**src/rtl/blackjack_defines.svh**
```systemverilog
`ifndef BLACKJACK_DEFINES_SVH
`define BLACKJACK_DEFINES_SVH

// deck geometry.
`define DECK_SIZE       52
`define RANKS_PER_SUIT  13

// datapath widths.
`define CARD_WIDTH      4
`define INDEX_WIDTH     6
`define TOTAL_WIDTH     7
`define SEGMENT_WIDTH   7

// game limits.
`define DEALER_STAND    17
`define BUST_LIMIT      21

// power-up state of the shuffle lfsr, never zero.
`define LFSR_SEED       6'b001011

`endif

```
**src/rtl/blackjackPkg.sv**
```systemverilog
`include "blackjack_defines.svh"

package blackjackPkg;

    typedef logic [`CARD_WIDTH-1:0] cardValue_t;    // 1 to 10.
    typedef logic [`TOTAL_WIDTH-1:0] handTotal_t;

    typedef struct packed {
        handTotal_t player;
        handTotal_t dealer;
    } handTotals_t;

    typedef enum logic [1:0] {
        verdictNone,
        verdictWin,
        verdictLoss,
        verdictPush
    } verdict_t;

    typedef enum logic [3:0] {
        idle,
        dealPlayerFirst,
        dealDealerFirst,
        dealDealerSecond,
        dealPlayerSecond,
        playerTurn,
        playerHit,
        dealerTurn,
        dealerHit,
        settle,
        verdictHold
    } tableState_t;

    // active low, common anode.
    typedef struct packed {
        logic [`SEGMENT_WIDTH-1:0] tens;
        logic [`SEGMENT_WIDTH-1:0] ones;
    } digitPair_t;

endpackage

```
**src/rtl/blackjackTable.sv**
```systemverilog
`timescale 1ns/10ps
`include "blackjack_defines.svh"

module blackjackTable (
    input  logic                      clock,
    input  logic                      resetar,
    input  logic                      hitCard,
    input  logic                      standHand,
    input  logic                      deckReady,
    input  blackjackPkg::cardValue_t  topCard,
    output logic                      dealCard,
    output logic                      tableReady,
    output blackjackPkg::verdict_t    verdict,
    output blackjackPkg::handTotals_t shownTotals
);
    import blackjackPkg::*;

    tableState_t state;
    tableState_t nextState;
    handTotal_t  playerTotal;
    handTotal_t  dealerTotal;
    verdict_t    settleResult;
    logic        toPlayer;
    logic        toDealer;

    assign toPlayer = (state == dealPlayerFirst) || (state == dealPlayerSecond) ||
                      (state == playerHit);
    assign toDealer = (state == dealDealerFirst) || (state == dealDealerSecond) ||
                      (state == dealerHit);
    assign dealCard = toPlayer || toDealer;

    assign tableReady = (state == idle) && deckReady;

    assign shownTotals.player = playerTotal;
    assign shownTotals.dealer = (state == verdictHold) ? dealerTotal : '0;  // hidden until verdict.

    // rules are checked in order, first match wins.
    always_comb begin
        if (playerTotal > `BUST_LIMIT) begin
            settleResult = verdictLoss;
        end else if (dealerTotal > `BUST_LIMIT) begin
            settleResult = verdictWin;
        end else if (playerTotal > dealerTotal) begin
            settleResult = verdictWin;
        end else if (playerTotal < dealerTotal) begin
            settleResult = verdictLoss;
        end else begin
            settleResult = verdictPush;
        end
    end

    always_comb begin
        nextState = state;
        case (state)
            idle: begin
                if (deckReady) begin
                    nextState = dealPlayerFirst;
                end
            end
            dealPlayerFirst:  nextState = dealDealerFirst;
            dealDealerFirst:  nextState = dealDealerSecond;
            dealDealerSecond: nextState = dealPlayerSecond;
            dealPlayerSecond: nextState = playerTurn;
            playerTurn: begin
                if (playerTotal > `BUST_LIMIT) begin
                    nextState = verdictHold;
                end else if (hitCard) begin
                    nextState = playerHit;
                end else if (standHand) begin
                    nextState = dealerTurn;
                end
            end
            playerHit: nextState = playerTurn;
            dealerTurn: begin
                if (dealerTotal < `DEALER_STAND) begin
                    nextState = dealerHit;
                end else begin
                    nextState = settle;
                end
            end
            dealerHit:   nextState = dealerTurn;
            settle:      nextState = verdictHold;
            verdictHold: nextState = verdictHold;  // held until resetar.
            default:     nextState = idle;
        endcase
    end

    always_ff @(posedge clock) begin
        if (resetar) begin
            state       <= idle;
            playerTotal <= '0;
            dealerTotal <= '0;
            verdict     <= verdictNone;
        end else begin
            state <= nextState;
            if (toPlayer) begin
                playerTotal <= playerTotal + handTotal_t'(topCard);
            end
            if (toDealer) begin
                dealerTotal <= dealerTotal + handTotal_t'(topCard);
            end
            if (state == playerTurn && playerTotal > `BUST_LIMIT) begin
                verdict <= verdictLoss;  // bust, dealer never draws.
            end else if (state == settle) begin
                verdict <= settleResult;
            end
        end
    end

endmodule

```
**src/rtl/blackjackTop.sv**
```systemverilog
`timescale 1ns/10ps

module blackjackTop (
    input  logic                     clock,
    input  logic                     resetar,
    input  logic                     hitCard,
    input  logic                     standHand,
    output logic                     tableReady,
    output logic                     winLed,
    output logic                     lossLed,
    output logic                     pushLed,
    output blackjackPkg::digitPair_t playerDigits,
    output blackjackPkg::digitPair_t dealerDigits
);
    import blackjackPkg::*;

    cardValue_t  topCard;
    logic        deckReady;
    logic        dealCard;
    verdict_t    verdict;
    handTotals_t shownTotals;

    cardDeck deck (
        .clock     (clock),
        .resetar   (resetar),
        .dealCard  (dealCard),
        .topCard   (topCard),
        .deckReady (deckReady)
    );

    blackjackTable table0 (
        .clock       (clock),
        .resetar     (resetar),
        .hitCard     (hitCard),
        .standHand   (standHand),
        .deckReady   (deckReady),
        .topCard     (topCard),
        .dealCard    (dealCard),
        .tableReady  (tableReady),
        .verdict     (verdict),
        .shownTotals (shownTotals)
    );

    scoreDisplay playerDisplay (.total(shownTotals.player), .digits(playerDigits));
    scoreDisplay dealerDisplay (.total(shownTotals.dealer), .digits(dealerDigits));

    assign winLed  = (verdict == verdictWin);
    assign lossLed = (verdict == verdictLoss);
    assign pushLed = (verdict == verdictPush);

endmodule

```
**src/rtl/cardDeck.sv**
```systemverilog
`timescale 1ns/10ps
`include "blackjack_defines.svh"

module cardDeck (
    input  logic                     clock,
    input  logic                     resetar,
    input  logic                     dealCard,
    output blackjackPkg::cardValue_t topCard,
    output logic                     deckReady
);
    import blackjackPkg::*;

    cardValue_t deck [`DECK_SIZE];

    logic [`INDEX_WIDTH-1:0] shuffleIndex;
    logic [`INDEX_WIDTH-1:0] dealPointer;
    logic [`INDEX_WIDTH-1:0] partner;
    logic [`INDEX_WIDTH-1:0] lfsr = `LFSR_SEED;  // survives resetar, so each game differs.

    function automatic cardValue_t rankValue(input int position);
        int rank;
        rank = position % `RANKS_PER_SUIT;
        if (rank < 9) begin
            return cardValue_t'(rank + 1);
        end
        return cardValue_t'(10);  // ten and face cards.
    endfunction

    // fold lfsr values 52..63 back into the deck.
    assign partner = (lfsr < `DECK_SIZE) ? lfsr : lfsr - `INDEX_WIDTH'(`DECK_SIZE);

    assign topCard = deck[dealPointer];

    always_ff @(posedge clock) begin
        if (resetar) begin
            for (int i = 0; i < `DECK_SIZE; i++) begin
                deck[i] <= rankValue(i);
            end
        end else if (!deckReady) begin
            deck[shuffleIndex] <= deck[partner];
            deck[partner]      <= deck[shuffleIndex];
        end
    end

    always_ff @(posedge clock) begin
        if (!resetar && !deckReady) begin
            lfsr <= {lfsr[4:0], lfsr[5] ^ lfsr[4]};
        end
    end

    always_ff @(posedge clock) begin
        if (resetar) begin
            shuffleIndex <= '0;
            deckReady    <= 1'b0;
            dealPointer  <= '0;
        end else begin
            if (!deckReady) begin
                shuffleIndex <= shuffleIndex + 1'b1;
                if (shuffleIndex == `INDEX_WIDTH'(`DECK_SIZE - 1)) begin
                    deckReady <= 1'b1;  // last swap.
                end
            end
            if (dealCard) begin
                dealPointer <= dealPointer + 1'b1;
            end
        end
    end

endmodule

```
**src/rtl/scoreDisplay.sv**
```systemverilog
`timescale 1ns/10ps
`include "blackjack_defines.svh"

module scoreDisplay (
    input  blackjackPkg::handTotal_t total,
    output blackjackPkg::digitPair_t digits
);
    import blackjackPkg::*;

    handTotal_t tensValue;
    handTotal_t onesValue;

    function automatic logic [`SEGMENT_WIDTH-1:0] segmentPattern(input handTotal_t digit);
        case (digit)
            7'd0:    return 7'b1000000;
            7'd1:    return 7'b1111001;
            7'd2:    return 7'b0100100;
            7'd3:    return 7'b0110000;
            7'd4:    return 7'b0011001;
            7'd5:    return 7'b0010010;
            7'd6:    return 7'b0000010;
            7'd7:    return 7'b1111000;
            7'd8:    return 7'b0000000;
            7'd9:    return 7'b0010000;
            default: return 7'b1111111;
        endcase
    endfunction

    assign tensValue = total / 7'd10;
    assign onesValue = total % 7'd10;

    always_comb begin
        if (total > 7'd99) begin
            digits.tens = '1;  // all segments off.
            digits.ones = '1;
        end else begin
            digits.tens = segmentPattern(tensValue);
            digits.ones = segmentPattern(onesValue);
        end
    end

endmodule

```
**config.mk**
```make
export PLATFORM = sky130hd
export DESIGN_NAME = blackjackTop
export DESIGN_NICKNAME = d
export VERILOG_FILES = /design/src/rtl/blackjackPkg.sv /design/src/rtl/blackjackTable.sv /design/src/rtl/blackjackTop.sv /design/src/rtl/cardDeck.sv /design/src/rtl/scoreDisplay.sv
export VERILOG_INCLUDE_DIRS = /design/src /design/src/rtl
export SDC_FILE = /design/constraint.sdc
export NUM_CORES = 1
export LEC_CHECK = 0
export BUFFER_PORTS_ARGS = -buffer_cell sky130_fd_sc_hd__buf_2
export CORE_MARGIN = 2
export CORE_UTILIZATION = 25
export CTS_CLUSTER_SIZE = 10
export DETAILED_ROUTE_END_ITERATION = 10
export PLACE_DENSITY = 0.39
export SLEW_MARGIN = 20
export SYNTH_ARGS = -nofsm -noshare
export SYNTH_HDL_FRONTEND = slang
export SYNTH_SLANG_ARGS = --single-unit
```
**constraint.sdc**
```tcl
create_clock -name clock -period 6.5 [get_ports clock]
set_clock_uncertainty 0.05 [all_clocks]
set_input_delay 0.65 -clock clock [delete_from_list [all_inputs] [get_ports clock]]
set_output_delay 0.65 -clock clock [all_outputs]
set_load 0.05 [all_outputs]
```
==> results by group <==
Synthesis
  • Yosys reg bits: ~300
  • Post-synth top area share: 34.7%
  • Synth area leader: edfxtp_1
  • Synth area leaders: edfxtp_1 (35%), mux4_2 (18%), mux2i_1 (4.1%)
  • Yosys cell types: between 90 and 100
  • Leading cell types by count after synthesis: edfxtp_1 (262), nand2_1 (240), nor2_1 (230)
  • EDFF count, synth: between 200 and 300
  • Share of flip-flops with an asynchronous set or reset: 0%
  • Yosys warnings: 0
  • Main flop type after synthesis: edfxtp_1
  • Post-Syn Nets: between 2,000 and 2,500
  • Mapped cell area: roughly 23,000 um2
  • Mapped Cells: between 2,000 and 2,500
  • Most frequent cell after synthesis: edfxtp_1
  • Mapped Avg Cell Area: 10.6 um2
  • Register area share after synthesis: around two fifths

Pwr
  • Pint: approximately 4400 uW
  • Clock share of power: between 30% and 40%
  • Gate power share: between 30% and 40%
  • Max VDD drop: 0.000171 V
  • Part of the power in registers: approximately a third
  • PD cells: roughly 270 nW/um2
  • Total power: between 7000 and 8000 uW
  • Sw Pwr: roughly 2700 uW
  • Switching share of total power: 37.6%
  • Leakage: between 0.008 and 0.009 uW

Min path
  • Hold Path End: deck.lfsr[4]$_DFFE_PP_
  • Critical hold path startpoint: deck.lfsr[3]$_DFFE_PP_
  • Hold Path Class: register to register
  • Worst Hold Depth: 0

Timing
  • Setup violators final: 0
  • Setup TNS: 0 ns
  • Pins over their slew limit: 0
  • RSZ-0062 raised after global routing: no
  • Actual slew at the worst max-slew pin: approximately 1.2 ns
  • Max Freq: ~160 MHz
  • Relative slew slack: roughly 20%
  • Final Hold Fails: 0
  • Period utilisation layout: a little over nine tenths
  • Period minus WS final: a little over 6 ns

Route
  • Wire per inst: a little under 30 um
  • Antenna-violating nets left: 0
  • Vias per inst: approximately 5.9
  • 1st-iter DRT viols: roughly 2,300
  • Drt drc: 0
  • Final Routed Wirelength: a little under 100 mm
  • DRT Pass-1 Iters: 5
  • Via count: around 20,000

Setup path
  • R2R cell count: 13
  • Reg-to-reg slack, setup: approximately 0.99 ns
  • Critical Setup Path Class: register to output port
  • R2R Path End: deck.deck[42][0]$_DFFE_PP_
  • Setup crit end kind: output port
  • CP required: a little under 6 ns
  • Reg2reg start: deck.lfsr[2]$_DFFE_PP_
  • Crit-path max FO: 14
  • CP bufs+invs: 4
  • CP max stage delay: ~0.38 ns
  • Crit path launch type: register
  • Arr. time, crit path: about 5.5 ns
  • Crit-path leading delay family: compound AO/OA/AOI/OAI gates
  • Crit-path cells: buf_4 -> nand4bb_1 -> nor2_1 -> inv_1 -> ha_2 -> o21ai_4 -> xnor2_4 -> nand2_1 -> ha_1 -> or2_1 -> o211a_1 -> a2111o_1 -> o31a_1 -> ha_4 -> and3_1 -> a2bb2oi_4 -> xnor2_4 -> inv_1 -> ha_1 -> o311ai_2 -> buf_6
  • Cell with the largest stage delay on the worst path: a2111o_1

Global routing
  • Total GRT Usage: about a fifth
  • Largest net degree at the start of global routing: 60
  • Number of global-route vias before repair: about 19,000
  • GR Overflow Total: 0
  • Initial antenna violation count: 4
  • First-pass GRT wire length: 141 mm

Clock network
  • CTS max path bufs: 3
  • CTS Buf Count: between 40 and 50
  • TritonCTS Sinks: roughly 310
  • Reg clk slew, reported paths: ~0.060 ns
  • CTS tree: built
  • Count of hold-fix buffers inserted at cts: 0
  • Worst skew pair latency: about 0.6 ns
  • Clk root buf: clkbuf_16
  • H-tree depth: 2

Layout
  • Layout cell share with drive strength beyond 1: between 10% and 20%
  • Final net count: approximately 2,200
  • Fin cells: ~3,300
  • Area growth from synthesis to layout: 13.7%
  • Final core utilization: between 20% and 30%

Placement
  • DP HPWL: between 60 and 70 mm
  • Placed instance count: roughly 3,200
  • Routability congestion estimate from global placement: approximately 0.87
  • PortBufs: 35

Floorplan
  • Die area: between 90,000 and 100,000 um2
  • Die X: between 300 and 400 um
  • Core footprint: approximately 90,000 um2
  • Boundary pin count: 36
  • Rows: 110
  • Die H: between 300 and 400 um
  • Starting density of the core: between 20% and 30%

Job
  • Max cap viols: 0

Outcome
  • Status: finished, final reports clean
==> metrics by stage <==
step	hold slack, ns	area, um2	setup slack [ns]
after floorplan	0.371	22700	0.157
after detailed placement	0.437	24300	0.283
after global placement	0.433	24300	0.396
after global routing	0.466	25800	0.0278
final	0.448	25800	0.336
after CTS	0.449	25700	0.0133
==> cell families after synthesis <==
logic type,after synthesis,share of synthesized area [%]
muxes,291,22.8
buffers and inverters,228,4.28
adders and majority gates,51,2.88
xor gates and xnor gates,36,1.50
AOI/OAI and AO/OA,520,15.5
and+or+nand+nor,709,14.4
DFF,307,38.6
==> power by group through the flow <==
stage          clock network (uW)  registers, uW  logic [uW]
5_1_grt                      2450           2440        2440
6_report                     2340           2420        2320
3_3_place_gp                    0           2460        2280
4_1_cts                      2380           2420        2300
3_5_place_dp                    0           2460        2290
2_1_floorplan                   0           2320        1570
==> cell type report <==
type | instances | area (um2)
inverters | 44 | 168
clock inverters | 17 | 183
clock buffers | 58 | 1170
well taps | 1176 | 1470
multi-input cells | 1607 | 13100
repair buffers | 119 | 892
diodes | 2 | 5.00
flip-flops and latches | 307 | 8780
fillers | 9366 | 64200
==> repair_timing <==
item,4_1_cts,5_1_grt
buffers inserted,2,3
resized for setup,6,11
pin swaps,2,3
setup endpoints to repair,10,20
==> sequential cells by signal, indices dropped and copies added (netlist names), named ones only <==
| register | cells |
|---|---|
| table0.verdict | 2 |
| deck.deckReady | 1 |
| table0.playerTotal | 7 |
| deck.dealPointer | 6 |
| deck.lfsr | 6 |
| table0.dealerTotal | 7 |
| deck.deck | 256 |
| table0.state | 4 |
| deck.shuffleIndex | 6 |
==> per-layer routing <==
metal	track usage [%]	wire length, um
met1	26.9	40200
met2	32.8	45500
met5	0	11
met4	8.80	4460
met3	4.78	9090
==> worst max path at each step <==
stage,from,end,slack (ns),depth (start not counted)
global route,table0.playerTotal[3]$_SDFFE_PP0P_,playerDigits[5],0.03,19
CTS,table0.state[0]$_SDFFE_PP0P_,dealerDigits[5],0.01,21
finish,table0.state[1]$_SDFFE_PP0P_,dealerDigits[5],0.34,21
global placement,table0.state[0]$_SDFFE_PP0P_,dealerDigits[5],0.40,20
detailed placement,table0.state[0]$_SDFFE_PP0P_,dealerDigits[5],0.28,21
floorplan,table0.state[2]$_SDFFE_PP0P_,dealerDigits[5],0.16,20
==> cells in the final DEF, fill, tap and decap left out, types with 21 or more instances in the layout <==
cell type / instances
nand3_1: 35
nor2_1: 227
clkbuf_16: 43
mux2i_1: 91
nor3_1: 42
xnor2_1: 21
mux4_2: 177
edfxtp_1: 262
o21ai_0: 72
a21oi_1: 78
o22ai_1: 113
a22oi_1: 73
or3_1: 40
buf_4: 80
nand2_1: 240
dfxtp_1: 37
buf_2: 32
nor2b_1: 45
a31oi_1: 33
inv_1: 42
ha_1: 47
a221oi_1: 29
Power figures use the tool's default switching activity.
